**src/cache_macros.svh**
```systemverilog
`ifndef CACHE_MACROS_SVH
`define CACHE_MACROS_SVH

// directory geometry, 4 ways by 16 sets
`define CACHE_N_WAYS   4
`define CACHE_NWAY_W   2      // binary way index
`define CACHE_N_SETS   16
`define CACHE_NLINES_W 4      // set index width

// line address split
// [15:4] tag, [3:0] set index
`define CACHE_TAG_W    12
`define CACHE_ADDR_W   16

// tree pseudo-LRU has one node per way minus one
`define CACHE_TREE_W   (`CACHE_N_WAYS - 1)

`endif

```
**src/cache_ctrl_pkg.sv**
```systemverilog
package cache_ctrl_pkg;

   // request opcodes seen on the external port
   typedef enum logic {
      op_lookup     = 1'b0,   // find, allocate on miss
      op_invalidate = 1'b1    // drop the line if present
   } dir_op_e;

   // controller FSM
   typedef enum logic [1:0] {
      st_idle   = 2'd0,       // wait for req, latch it
      st_lookup = 2'd1,       // tag compare, victim pick, updates
      st_ack    = 2'd2        // hold response until req drops
   } dir_state_e;

endpackage

```
**src/cache_fmt_pkg.sv**
```systemverilog
`include "cache_macros.svh"

package cache_fmt_pkg;

   // request from the outside agent, 17 bits
   typedef struct packed {
      cache_ctrl_pkg::dir_op_e   op;
      logic [`CACHE_ADDR_W-1:0]  addr;   // line address, tag over set
   } dir_req_t;

   // response, 16 bits
   typedef struct packed {
      logic                      hit;
      logic [`CACHE_NWAY_W-1:0]  way;          // binary way used
      logic                      evict_valid;  // a valid line was replaced
      logic [`CACHE_TAG_W-1:0]   evict_tag;    // tag of that line for writeback
   } dir_resp_t;

   // one way of one set in the tag store
   typedef struct packed {
      logic                      valid;
      logic [`CACHE_TAG_W-1:0]   tag;
   } dir_entry_t;

   // tag store result for the addressed set
   typedef struct packed {
      logic [`CACHE_N_WAYS-1:0]  way_hit;        // one-hot or zero
      logic [`CACHE_N_WAYS-1:0]  first_invalid;  // lowest invalid way, one-hot
      logic                      any_invalid;
   } tag_look_t;

endpackage

```
**src/cache_dir_top.sv**
```systemverilog
`timescale 1ns/1ps
`include "cache_macros.svh"

module cache_dir_top (
   input  logic                      clk,
   input  logic                      rst_n,
   input  logic                      req,
   input  cache_fmt_pkg::dir_req_t   req_in,
   output logic                      ack,
   output cache_fmt_pkg::dir_resp_t  resp
);

   // controller to both side blocks
   logic [`CACHE_NLINES_W-1:0]                  set_idx;
   logic [`CACHE_TAG_W-1:0]                     tag;
   logic                                        tag_we;
   logic [`CACHE_N_WAYS-1:0]                    tag_wr_way;
   logic                                        tag_wr_valid;
   logic                                        touch_en;
   logic [`CACHE_N_WAYS-1:0]                    touch_way;

   // side blocks back to controller
   cache_fmt_pkg::tag_look_t                    look;
   logic [`CACHE_N_WAYS-1:0][`CACHE_TAG_W-1:0]  way_tags;
   logic [`CACHE_N_WAYS-1:0]                    victim_onehot;
   logic [`CACHE_NWAY_W-1:0]                    victim_bin;

   tag_store u_tag_store (
      .clk      (clk),
      .rst_n    (rst_n),
      .set_idx  (set_idx),
      .tag      (tag),
      .we       (tag_we),
      .wr_way   (tag_wr_way),
      .wr_valid (tag_wr_valid),
      .look     (look),
      .way_tags (way_tags)
   );

   replacement_policy u_repl (
      .clk           (clk),
      .rst_n         (rst_n),
      .set_idx       (set_idx),
      .touch_en      (touch_en),
      .touch_way     (touch_way),
      .victim_onehot (victim_onehot),
      .victim_bin    (victim_bin)
   );

   dir_controller u_ctrl (
      .clk           (clk),
      .rst_n         (rst_n),
      .req           (req),
      .req_in        (req_in),
      .ack           (ack),
      .resp          (resp),
      .set_idx       (set_idx),
      .tag           (tag),
      .look          (look),
      .way_tags      (way_tags),
      .victim_onehot (victim_onehot),
      .victim_bin    (victim_bin),
      .tag_we        (tag_we),
      .tag_wr_way    (tag_wr_way),
      .tag_wr_valid  (tag_wr_valid),
      .touch_en      (touch_en),
      .touch_way     (touch_way)
   );

endmodule

```
**src/dir_controller.sv**
```systemverilog
`timescale 1ns/1ps
`include "cache_macros.svh"

module dir_controller (
   input  logic                                         clk,
   input  logic                                         rst_n,
   input  logic                                         req,
   input  cache_fmt_pkg::dir_req_t                      req_in,
   output logic                                         ack,
   output cache_fmt_pkg::dir_resp_t                     resp,
   output logic [`CACHE_NLINES_W-1:0]                   set_idx,
   output logic [`CACHE_TAG_W-1:0]                      tag,
   input  cache_fmt_pkg::tag_look_t                     look,
   input  logic [`CACHE_N_WAYS-1:0][`CACHE_TAG_W-1:0]   way_tags,
   input  logic [`CACHE_N_WAYS-1:0]                     victim_onehot,
   input  logic [`CACHE_NWAY_W-1:0]                     victim_bin,
   output logic                                         tag_we,
   output logic [`CACHE_N_WAYS-1:0]                     tag_wr_way,
   output logic                                         tag_wr_valid,
   output logic                                         touch_en,
   output logic [`CACHE_N_WAYS-1:0]                     touch_way
);

   cache_ctrl_pkg::dir_state_e state;
   cache_fmt_pkg::dir_req_t    req_q;       // latched request
   cache_fmt_pkg::dir_resp_t   resp_nxt;

   logic                       take_req;
   logic                       in_lookup;
   logic                       is_lookup_op;
   logic                       hit;
   logic                       evict;
   logic [`CACHE_N_WAYS-1:0]   alloc_way;   // one-hot way taken on a miss
   logic [`CACHE_NWAY_W-1:0]   alloc_bin;

   function automatic logic [`CACHE_NWAY_W-1:0] oh2bin(input logic [`CACHE_N_WAYS-1:0] oh);
      logic [`CACHE_NWAY_W-1:0] b;
      b = '0;
      for (int i = 0; i < `CACHE_N_WAYS; i++)
         if (oh[i]) b = b | `CACHE_NWAY_W'(i);   // OR is enough for one-hot
      return b;
   endfunction

   assign take_req     = (state == cache_ctrl_pkg::st_idle) && req && !ack;
   assign in_lookup    = (state == cache_ctrl_pkg::st_lookup);
   assign is_lookup_op = (req_q.op == cache_ctrl_pkg::op_lookup);

   // both side blocks see the same registered address
   assign set_idx = req_q.addr[`CACHE_NLINES_W-1:0];
   assign tag     = req_q.addr[`CACHE_ADDR_W-1 -: `CACHE_TAG_W];

   assign hit   = |look.way_hit;
   assign evict = is_lookup_op && !hit && !look.any_invalid;   // full set, use the tree

   // free way first, tree victim otherwise
   assign alloc_way = look.any_invalid ? look.first_invalid : victim_onehot;
   assign alloc_bin = look.any_invalid ? oh2bin(look.first_invalid) : victim_bin;

   // updates, valid only while in st_lookup
   assign tag_we       = in_lookup && (is_lookup_op ? !hit : hit);
   assign tag_wr_way   = is_lookup_op ? alloc_way : look.way_hit;
   assign tag_wr_valid = is_lookup_op;                  // invalidate clears
   assign touch_en     = in_lookup && is_lookup_op;     // invalidate leaves the tree
   assign touch_way    = hit ? look.way_hit : alloc_way;

   always_comb begin
      resp_nxt.hit         = hit;
      resp_nxt.way         = hit ? oh2bin(look.way_hit) : (is_lookup_op ? alloc_bin : '0);
      resp_nxt.evict_valid = evict;
      resp_nxt.evict_tag   = evict ? way_tags[victim_bin] : '0;
   end

   // four-phase handshake FSM
   always_ff @(posedge clk) begin
      if (!rst_n) begin
         state <= cache_ctrl_pkg::st_idle;
         ack   <= 1'b0;
      end else begin
         case (state)
            cache_ctrl_pkg::st_idle:
               if (take_req) state <= cache_ctrl_pkg::st_lookup;
            cache_ctrl_pkg::st_lookup: begin
               state <= cache_ctrl_pkg::st_ack;
               ack   <= 1'b1;                            // response registered alongside
            end
            cache_ctrl_pkg::st_ack:
               if (!req) begin
                  state <= cache_ctrl_pkg::st_idle;
                  ack   <= 1'b0;
               end
            default: state <= cache_ctrl_pkg::st_idle;
         endcase
      end
   end

   always_ff @(posedge clk) begin
      if (take_req)  req_q <= req_in;
      if (in_lookup) resp  <= resp_nxt;                  // held through st_ack
   end

   // requester keeps req high until it sees ack, so ack only rises under req
   a_ack_under_req: assert property (
      @(posedge clk) disable iff (!rst_n)
      $rose(ack) |-> req
   ) else $error("dir_controller: ack rose while req low");

endmodule

```
**src/replacement_policy.sv**
```systemverilog
`timescale 1ns/1ps
`include "cache_macros.svh"

// tree pseudo-LRU, one 3-bit tree per set
//
//               [1]             root
//         [2]         [3]       second level
//       w0   w1     w2   w3     leaves
//
// victim walk: node bit 0 goes left, 1 goes right
// touch: nodes on the path are set to point away from the touched way

module replacement_policy (
   input  logic                        clk,
   input  logic                        rst_n,
   input  logic [`CACHE_NLINES_W-1:0]  set_idx,
   input  logic                        touch_en,
   input  logic [`CACHE_N_WAYS-1:0]    touch_way,       // one-hot
   output logic [`CACHE_N_WAYS-1:0]    victim_onehot,
   output logic [`CACHE_NWAY_W-1:0]    victim_bin
);

   // node 1 at bit 1, node 2 at bit 2, node 3 at bit 3
   logic [`CACHE_TREE_W:1] tree_mem [`CACHE_N_SETS];

   logic [`CACHE_TREE_W:1] tree_cur;
   logic [`CACHE_TREE_W:1] tree_nxt;
   logic                   go_right;     // root decision
   logic                   leaf_right;   // decision at the chosen child
   logic                   touch_left;   // touched way sits under node 2

   assign tree_cur = tree_mem[set_idx];   // combinational read

   // victim decode
   assign go_right      = tree_cur[1];
   assign leaf_right    = go_right ? tree_cur[3] : tree_cur[2];
   assign victim_bin    = {go_right, leaf_right};
   assign victim_onehot = `CACHE_N_WAYS'(1) << victim_bin;

   // path update for the touched way
   assign touch_left = |touch_way[1:0];

   always_comb begin
      tree_nxt    = tree_cur;
      tree_nxt[1] = touch_left;              // away from the touched half
      if (touch_left)
         tree_nxt[2] = touch_way[0];         // way 0 touched, point to way 1
      else
         tree_nxt[3] = touch_way[2];         // way 2 touched, point to way 3
   end
   // the node off the path keeps its value

   always_ff @(posedge clk) begin
      if (!rst_n) begin
         for (int s = 0; s < `CACHE_N_SETS; s++)
            tree_mem[s] <= '0;               // every tree points at way 0
      end else if (touch_en) begin
         tree_mem[set_idx] <= tree_nxt;
      end
   end

   // controller must name exactly one way per touch
   a_touch_onehot: assert property (
      @(posedge clk) disable iff (!rst_n)
      touch_en |-> $onehot(touch_way)
   ) else $error("replacement_policy: touch_way %b not one-hot", touch_way);

endmodule

```
**src/tag_store.sv**
```systemverilog
`timescale 1ns/1ps
`include "cache_macros.svh"

module tag_store (
   input  logic                                         clk,
   input  logic                                         rst_n,
   input  logic [`CACHE_NLINES_W-1:0]                   set_idx,   // registered by the controller
   input  logic [`CACHE_TAG_W-1:0]                      tag,
   input  logic                                         we,
   input  logic [`CACHE_N_WAYS-1:0]                     wr_way,    // one-hot
   input  logic                                         wr_valid,
   output cache_fmt_pkg::tag_look_t                     look,
   output logic [`CACHE_N_WAYS-1:0][`CACHE_TAG_W-1:0]   way_tags   // all tags of the set
);

   // valid + tag per set and way
   cache_fmt_pkg::dir_entry_t dir_mem [`CACHE_N_SETS][`CACHE_N_WAYS];

   logic [`CACHE_N_WAYS-1:0] hit_vec;
   logic [`CACHE_N_WAYS-1:0] inv_vec;
   logic [`CACHE_N_WAYS-1:0] first_inv;

   // parallel compare over the addressed set
   always_comb begin
      for (int w = 0; w < `CACHE_N_WAYS; w++) begin
         hit_vec[w]  = dir_mem[set_idx][w].valid && (dir_mem[set_idx][w].tag == tag);
         inv_vec[w]  = !dir_mem[set_idx][w].valid;
         way_tags[w] = dir_mem[set_idx][w].tag;   // old tag, used for eviction
      end
   end

   // isolate lowest set bit, zero when the set is full
   assign first_inv = inv_vec & (~inv_vec + `CACHE_N_WAYS'(1));

   assign look = '{
      way_hit:       hit_vec,
      first_invalid: first_inv,
      any_invalid:   |inv_vec
   };

   // write port, lands on the edge that ends st_lookup
   always_ff @(posedge clk) begin
      if (!rst_n) begin
         for (int s = 0; s < `CACHE_N_SETS; s++) begin
            for (int w = 0; w < `CACHE_N_WAYS; w++) begin
               dir_mem[s][w].valid <= 1'b0;   // tags keep whatever they held
            end
         end
      end else if (we) begin
         for (int w = 0; w < `CACHE_N_WAYS; w++) begin
            if (wr_way[w]) begin
               dir_mem[set_idx][w].valid <= wr_valid;
               if (wr_valid)
                  dir_mem[set_idx][w].tag <= tag;   // invalidate leaves the tag
            end
         end
      end
   end

   // the controller must never allocate a tag already present in the set,
   // otherwise two ways would match
   a_hit_onehot0: assert property (
      @(posedge clk) disable iff (!rst_n)
      $onehot0(look.way_hit)
   ) else $error("tag_store: more than one way hit in set %0d", set_idx);

endmodule
```
**config.mk**
```make
export PLATFORM = sky130hd
export DESIGN_NAME = cache_dir_top
export DESIGN_NICKNAME = d
export VERILOG_FILES = /design/src/cache_ctrl_pkg.sv /design/src/cache_fmt_pkg.sv /design/src/cache_dir_top.sv /design/src/dir_controller.sv /design/src/replacement_policy.sv /design/src/tag_store.sv
export VERILOG_INCLUDE_DIRS = /design/src /design/src/src
export SDC_FILE = /design/constraint.sdc
export NUM_CORES = 1
export LEC_CHECK = 0
export ABC_AREA = 1
export BUFFER_PORTS_ARGS = -buffer_cell sky130_fd_sc_hd__buf_2
export CORE_ASPECT_RATIO = 1.75
export CORE_MARGIN = 2
export CORE_UTILIZATION = 30
export CTS_BUF_LIST = sky130_fd_sc_hd__clkbuf_16
export DETAILED_ROUTE_END_ITERATION = 8
export MAX_ROUTING_LAYER = met4
export PLACE_DENSITY_LB_ADDON = 0.2
export SLEW_MARGIN = 25
export SYNTH_ARGS = -nofsm -noshare
export SYNTH_HDL_FRONTEND = slang
export SYNTH_SLANG_ARGS = --single-unit
export TNS_END_PERCENT = 1
```
**constraint.sdc**
```tcl
create_clock -name clk -period 7.8 [get_ports clk]
set_clock_uncertainty 0.2 [all_clocks]
set_input_delay 0 -clock clk [delete_from_list [all_inputs] [get_ports clk]]
set_output_delay 0 -clock clk [all_outputs]
set_load 0.05 [all_outputs]
```
Word-level counts from Yosys, hierarchy flattened
Memories as Yosys holds them, arrays and structs flattened. A register that Yosys moved wholly into a read port is not among the register bits. Index checks and enable logic that the tools add are counted.

$add $sub $neg: 1. Magnitude comparators: 1. Eq/ne operators: 8. Shift operators: 1. Muxes and demuxes: 68. Bitwise operators: 3. Reductions and logical operators: 26.

Operators with widths (count): $mux W52 (1); $reduce_or A52 Y1 (1); $eq A12 B12 Y1 (4); $mux W1 (45); $bmux W12 S2 (1); $mux W4 (6); $mux W2 (9); $mux W12 (1); $logic_and A1 B1 Y1 (10); $mux W8 (1); $reduce_or A4 Y1 (2); $logic_not A1 Y1 (7); $mux W3 (2); $pmux W2 S3 (1); $add A4 B1 Y4 const B (1); $and A4 B4 Y4 (1); $not A4 Y4 (1); $reduce_and A2 Y1 (2); $shl A1 B2 Y4 const A (1); $lt A2 B3 Y1 const B (1); $reduce_or A3 Y1 (1); $eq A2 B1 Y1 const B (1); $eq A2 B2 Y1 const B (1); $logic_not A2 Y1 (1); other kinds (6) (6).

Register bits: 36. Bits in writable memories: 880. Bits of input ports: 20. Output and inout port bits: 17. Logic and storage cells: 118. Memories kept: 2.

Memory list: u_tag_store.dir_mem (depth 16, bits a word 52, rd ports 1, clocked after memory_dff 1, write ports 16, line tag_store.sv:17) `` cache_fmt_pkg::dir_entry_t dir_mem [`CACHE_N_SETS][`CACHE_N_WAYS]; ``; u_repl.tree_mem (depth 16, bits a word 3, rd ports 1, clocked after memory_dff 1, write ports 16, line replacement_policy.sv:24) `` logic [`CACHE_TREE_W:1] tree_mem [`CACHE_N_SETS]; ``.

Depth between registers and ports, before layout
Gate-level depths: netlist of the first run.

Word-level depth: 12. Gate-level depth with buffers: 26.

By module
Synthesis of the first run repeated with hierarchy kept, for this count alone.

Cell total of the unflattened synthesis: 4210. Area total of the unflattened synthesis: 40287.4 um2.

By module, submodules not included: tag_store (times used 1, cells an instance 3645, area an instance 35605.4 um2, seq. area each 24343.3 um2); replacement_policy (times used 1, cells an instance 281, area an instance 2504.9 um2, seq. area each 1441.4 um2); dir_controller (times used 1, cells an instance 284, area an instance 2177.1 um2, seq. area each 1051.0 um2).

Worst setup path after synthesis of the first run
Ideal clock, no wire load.

Path type: register to register. From: register u_ctrl.req_q, in the netlist u_ctrl.tag[4]. To: memory u_tag_store.dir_mem[12][0] (netlist bit) (enable). Arrival time: 3476 ps. Data required time: 7220 ps. Slack: 3744 ps. Stages on the path, launching flop included: 15. Buffers on the path: 1. Clock period less this slack: 4056 ps. Cells stage by stage: edfxtp_1 inv_1 nand3_1 nand2_1 nand3_1 nor2_1 nand2_1 nand2_1 nor2_2 ha_1 nor2_1 o21a_1 nand2_1 clkbuf_1 nor2_1.

RTL lines: start, declared (line dir_controller.sv:25) `cache_fmt_pkg::dir_req_t req_q;`; start signal, assigned (line dir_controller.sv:97) `if (take_req) req_q <= req_in;`; end, declared (line tag_store.sv:17).

==> results.json, run 1 <==
{
  "tightest_slew_ps": 1140,
  "synth-async-reset-ratio": 0,
  "die_height_um": 488,
  "finalCritPeriodShare": 0.769,
  "grt_use_total": 0.214,
  "dp_hpwl_mm": 92.4,
  "worst_slack_ps": 1800,
  "antenna_found_initial": 2,
  "drt_iter0_markers": 2431,
  "multi_input_area_um2": 10800,
  "numClockSinks": 920,
  "grt_util_met2": 0.390,
  "drc": 0,
  "r2r_cells": 20,
  "detail_route.wl_per_cell_um": 25.1,
  "hold_violations": 0,
  "cts_resized": 0,
  "placedCellCount": 5529,
  "max_cap_viol_count": 0,
  "max_freq_mhz": 167,
  "tritoncts": "done",
  "synth_nets": 3945,
  "synth_top_area_frac": 0.636,
  "grt.busiest_layer": "met2",
  "clk_latency_ps": 710,
  "grt_max_degree": 109,
  "endpoint_kind": "flop",
  "synth_cell_types": 39,
  "ios": 37,
  "synth_seq_cells": 920,
  "path_clk_slew_ps": 60,
  "ant_nets": 0,
  "synthTopCellsByArea": "edfxtp_1 64%, nand2_1 11%, nand3_1 6.3%, nor2_1 3.9%, dfxtp_1 3.5%",
  "synth_seq_area_share": 0.671,
  "vias": 28800,
  "synth_top_area_cell": "edfxtp_1",
  "final_util": 0.340,
  "final_cell_mix": "1122 x nand2_1, 849 x edfxtp_1, 506 x nand3_1",
  "first_pass_iters": 7,
  "start_kind": "flop",
  "portBuffers": 36,
  "hold_depth": 4,
  "avgSynthCellArea_um2": 10.2,
  "numCtsBuffers": 85,
  "synth_top_flop_cell": "edfxtp_1",
  "grt_pass1_wl_mm": 205,
  "gr-total-overflow": 0,
  "vdd_drop_max_mv": 0.148,
  "core_um2": 133000,
  "n_fill_cell": 13600,
  "rsz0062_at_grt": "false",
  "arrival_ps": 6130,
  "min_period_ps": 6000,
  "power.density_nw_per_um2": 258,
  "h-tree-depth": 3,
  "die_area_um2": 137000,
  "drt-vias-per-instance": 5.02,
  "worstHoldStart": "req_in[0]",
  "netlist_instances": 3924,
  "layout_commonest_cell": "nand2_1",
  "syn_to_final_growth_pct": 12.7,
  "required_ps": 7920,
  "synth-edff-count": 849,
  "row_count": 177,
  "cp_max_fo": 96,
  "fin_nets": 3974,
  "syn_area_um2": 40100,
  "grt.met3_usage": 0.0223,
  "grt_pass1_vias": 28600,
  "layout-drive-gt1-share": 0.0746,
  "gp_congestion": 0.967,
  "drv_slew": 0,
  "drt_wl_total_mm": 144,
  "critPathKind": "reg -> reg",
  "timing.slew.headroom": 0.234,
  "grtUsageMet1": 0.225,
  "seq_area_um2": 26900,
  "setup_violations": 0,
  "initial_core_util": 0.302,
  "die_w_um": 280,
  "setup_tns_ps": 0,
  "clk_path_buf_depth": 3,
  "outcome": "complete, no violations",
  "place_ws_ps": 1830,
  "fin_cells": 5725,
  "p_leak_nw": 17.3,
  "worstHoldPathType": "in -> reg",
  "ys.warnings.count": 0,
  "cts_root_buffer": "clkbuf_16"
}
[timing repair]
action	in CTS	in global routing
endpoints found under the hold margin	89	0
setup buffers	0	0
hold buffers	37	0
[state kept, by name, indices dropped and copies added, names as in the netlist, named ones only]
register	flops
u_tag_store.dir_mem	832
u_repl.tree_mem	48
u_ctrl.resp	16
u_ctrl.tag	12
u_ctrl.set_idx	4
u_ctrl.state	2
u_ctrl.ack	1
u_ctrl.req_q	1
[worst paths after layout]
kind                                       to  slack [ps]
setup / recovery  u_tag_store.dir_mem[10][33]        1800
hold / removal                           flop          50
setup reg to reg  u_tag_store.dir_mem[10][33]        1800
hold reg to reg    u_tag_store.dir_mem[4][51]         260
[cells in the mapped netlist, types with 3 or more instances]
master / number
nand2_1: 1123
buf_1: 14
inv_2: 8
buf_4: 39
a21oi_1: 35
o211ai_1: 59
clkbuf_1: 60
buf_2: 97
or2_2: 3
o221ai_1: 8
edfxtp_1: 849
buf_6: 11
a31oi_1: 23
nor2_2: 16
dfxtp_1: 71
nand2_2: 5
o21ai_1: 46
nand4_1: 26
inv_1: 316
nor2_1: 412
o21ai_0: 145
o22ai_1: 34
nand3_1: 506
[kinds of logic after synthesis]
logic type                 share of synthesized area
buffers and inverters                         0.0603
and+or+nand+nor                                0.216
AOI/OAI and AO/OA                             0.0523
DFF                                            0.671
adders and majority gates                   0.000312
[worst max-delay path, stage by stage (launching register included)]
cell     delay (ps)
dfxtp_4         440
inv_8           510
buf_12          340
nor2_1           80
o21ai_0         170
nand3_1         270
nand3_1         220
nand2_1         150
nand2_1          90
nand2_1          60
nand3_1          80
nor2_1           50
nand2_1         130
nand2_1         100
nor2_2          300
ha_1            290
nor2_1          230
o21ai_1         130
inv_2            90
nand2_2         530
nor2_1         1040
[stage by stage]
stage | cell area, um^2 | hold slack [ps] | total power [mW]
final | 45200 | 53.9 | 11.7
after global placement | 42100 | -22.6 | 7.69
after detailed placement | 42100 | -18.9 | 7.67
after floorplan | 40100 | -101 | 6.81
after CTS | 45100 | 15.7 | 11.7
after global routing | 45200 | 25.1 | 12.0
[where the power goes]
group	switching, mW	total (mW)	internal, mW	leakage [nW]
Combinational	1.62	2.10	0.482	7.68
Clock	1.94	4.08	2.13	1.36
Sequential	0.0422	5.49	5.45	8.28
Total	3.60	11.7	8.06	17.3
[routing by layer]
layer / up-vias / part of all wire
met4: 0 / 0.061
met3: 283 / 0.041
li1: 13300 / -
met5: - / 0
met1: 14300 / 0.36
met2: 867 / 0.53
[layout make-up]
class / count / share of cell area
clock buffer: 85 / 0.0471
sequential: 920 / 0.596
multi-input combinational: 2456 / 0.239
clock inverter: 72 / 0.0113
timing repair buffer: 164 / 0.0317
antenna: 2 / 0.000111
tap: 1700 / 0.0471
inverter: 326 / 0.0275
No activity file was read; power rests on OpenSTA's default activity.
==> run 2: changes to the inputs <==
==> constraint.sdc (replaced) <==
create_clock -name clk -period 5.6 [get_ports clk]
set_clock_uncertainty 0.2 [all_clocks]
set_input_delay 0 -clock clk [delete_from_list [all_inputs] [get_ports clk]]
set_output_delay 0 -clock clk [all_outputs]
set_load 0.05 [all_outputs]
==> run 2 against run 1 <==
Sequential share of layout area shrank 1.1 points. Cell area grew 1.9%. Sequential power grew 39%. Critical path depth shrank 8. Die area is the same. Global-route usage shrank 0.34 points. Combinational power grew 44%. Flip-flop and latch count is the same. Highest routed layer unchanged.
==> results.json, run 2 (synthesis gave the netlist of run 1 again) <==
{
  "vias": 28800,
  "drv_slew": 0,
  "total_power_mw": 16.6,
  "h-tree-depth": 3,
  "layout_commonest_cell": "nand2_1",
  "die_w_um": 280,
  "syn_to_final_growth_pct": 14.8,
  "placedCellCount": 5606,
  "endpoint_kind": "flop",
  "outcome": "complete, no violations",
  "power.density_nw_per_um2": 362,
  "final_util": 0.346,
  "ant_nets": 0,
  "first_pass_iters": 7,
  "max_freq_mhz": 189,
  "hold_violations": 0,
  "layout-drive-gt1-share": 0.0914,
  "dp_hpwl_mm": 94.3,
  "gp_congestion": 0.983,
  "grt_pass1_wl_mm": 201,
  "worstHoldPathType": "in -> reg",
  "place_area_um2": 42800,
  "core_um2": 133000,
  "gr-total-overflow": 0,
  "drc": 0,
  "ios": 37,
  "largest_registers": "u_tag_store.dir_mem x832, u_repl.tree_mem x48, u_ctrl.resp x16",
  "vdd_drop_max_mv": 0.229,
  "cts_root_buffer": "clkbuf_16",
  "detail_route.wl_per_cell_um": 24.4,
  "numClockSinks": 920,
  "largest_reg_flops": 832,
  "rsz0062_at_grt": "false",
  "final_cell_mix": "1123 x nand2_1, 849 x edfxtp_1, 506 x nand3_1",
  "die_height_um": 488,
  "drt_wl_total_mm": 142,
  "path_clk_slew_ps": 70,
  "numCtsBuffers": 85,
  "largest_register": "u_tag_store.dir_mem",
  "fin_area_um2": 46000,
  "setup_tns_ps": 0,
  "p_leak_nw": 17.8,
  "critPathKind": "reg -> reg",
  "drt-vias-per-instance": 4.97,
  "timing.slew.headroom": 0.284,
  "tightest_slew_ps": 1070,
  "fin_cells": 5805,
  "fin_nets": 4052,
  "max_cap_viol_count": 0,
  "die_area_um2": 137000,
  "clk_latency_ps": 710,
  "setup_violations": 0,
  "min_period_ps": 5290,
  "initial_core_util": 0.302,
  "drt_iter0_markers": 2518,
  "grt_use_total": 0.211,
  "row_count": 177,
  "tritoncts": "done",
  "grt_max_degree": 101,
  "required_ps": 5770,
  "start_kind": "flop",
  "grt_pass1_vias": 28200,
  "arrival_ps": 5460,
  "clk_path_buf_depth": 3,
  "finalCritPeriodShare": 0.944,
  "cp_max_fo": 50,
  "portBuffers": 36,
  "antenna_found_initial": 2
}
==> run 2: cell types whose count changed in the layout (fill, tap and decap cells not counted), sizes merged <==
cell,before,now
buf,127,204
clkinv,37,30
clkbuf,85,90
bufinv,4,8
clkinvlp,7,6
dlygate4sd3,37,38
inv,350,351
==> run 2: path summary, 6_finish.rpt <==
path / start / end / slack, ps / cells past startpoint
worst min register to register: u_tag_store.dir_mem[14][51] / u_tag_store.dir_mem[14][51] / 270 / 2
worst max-delay path: flop / u_ctrl.resp[10] / 310 / 12
worst min-delay path: rst_n / u_ctrl.ack / 40 / 4
worst max register to register: flop / u_ctrl.resp[10] / 310 / 12
==> run 2: layer usage <==
metal  vias up  wire (um)  share of wire  track usage
li1      13500          -              -            -
met1     14300      51700           0.36        0.220
met3       298       5550          0.039       0.0248
met2       798      74900           0.53        0.378
met5         -          0              0            -
met4         0       9680          0.068        0.128
==> run 2: power by group <==
group	switching, mW	leakage [nW]	internal, mW
logic	2.27	8.11	0.746
clock network	2.70	1.45	3.29
registers	0.0501	8.28	7.58
==> run 2: worst max-delay path, cell delays in order, from the launching register on <==
cell and delay, ps:
dfxtp_4 440, buf_12 260, buf_4 310, buf_4 290
o21ai_0 120, o221ai_1 260, nand3_1 110, nand2_1 350
inv_1 360, a21oi_1 750, inv_1 450, o21ai_1 700
a21oi_1 270
==> run 2: what timing repair did <==
| item | 4_1_cts | 5_1_grt |
|---|---|---|
| gates resized for setup | 0 | 1 |
| setup endpoints to repair | 0 | 1 |
| setup buffers | 0 | 0 |
| endpoints found under the hold margin | 68 | 0 |
| hold buffers | 38 | 0 |
==> run 2: layout make-up <==
type | count | area, um^2
clock inverters | 69 | 556
well taps | 1700 | 2130
clock buffers | 90 | 2250
repair buffers | 242 | 2130
flip-flops and latches | 920 | 26900
inverters | 326 | 1240
diodes | 2 | 5.00
multi-input cells | 2456 | 10800
fillers | 13500 | 86900
==> run 2: through the flow <==
| step | hold slack [ps] | setup slack [ps] |
|---|---|---|
| 2_1_floorplan | -101 | 1540 |
| 3_3_place_gp | -21.8 | 533 |
| 3_5_place_dp | -21.2 | 519 |
| 4_1_cts | 0.417 | 500 |
| 5_1_grt | 64.8 | 153 |
| 6_report | 43.6 | 315 |
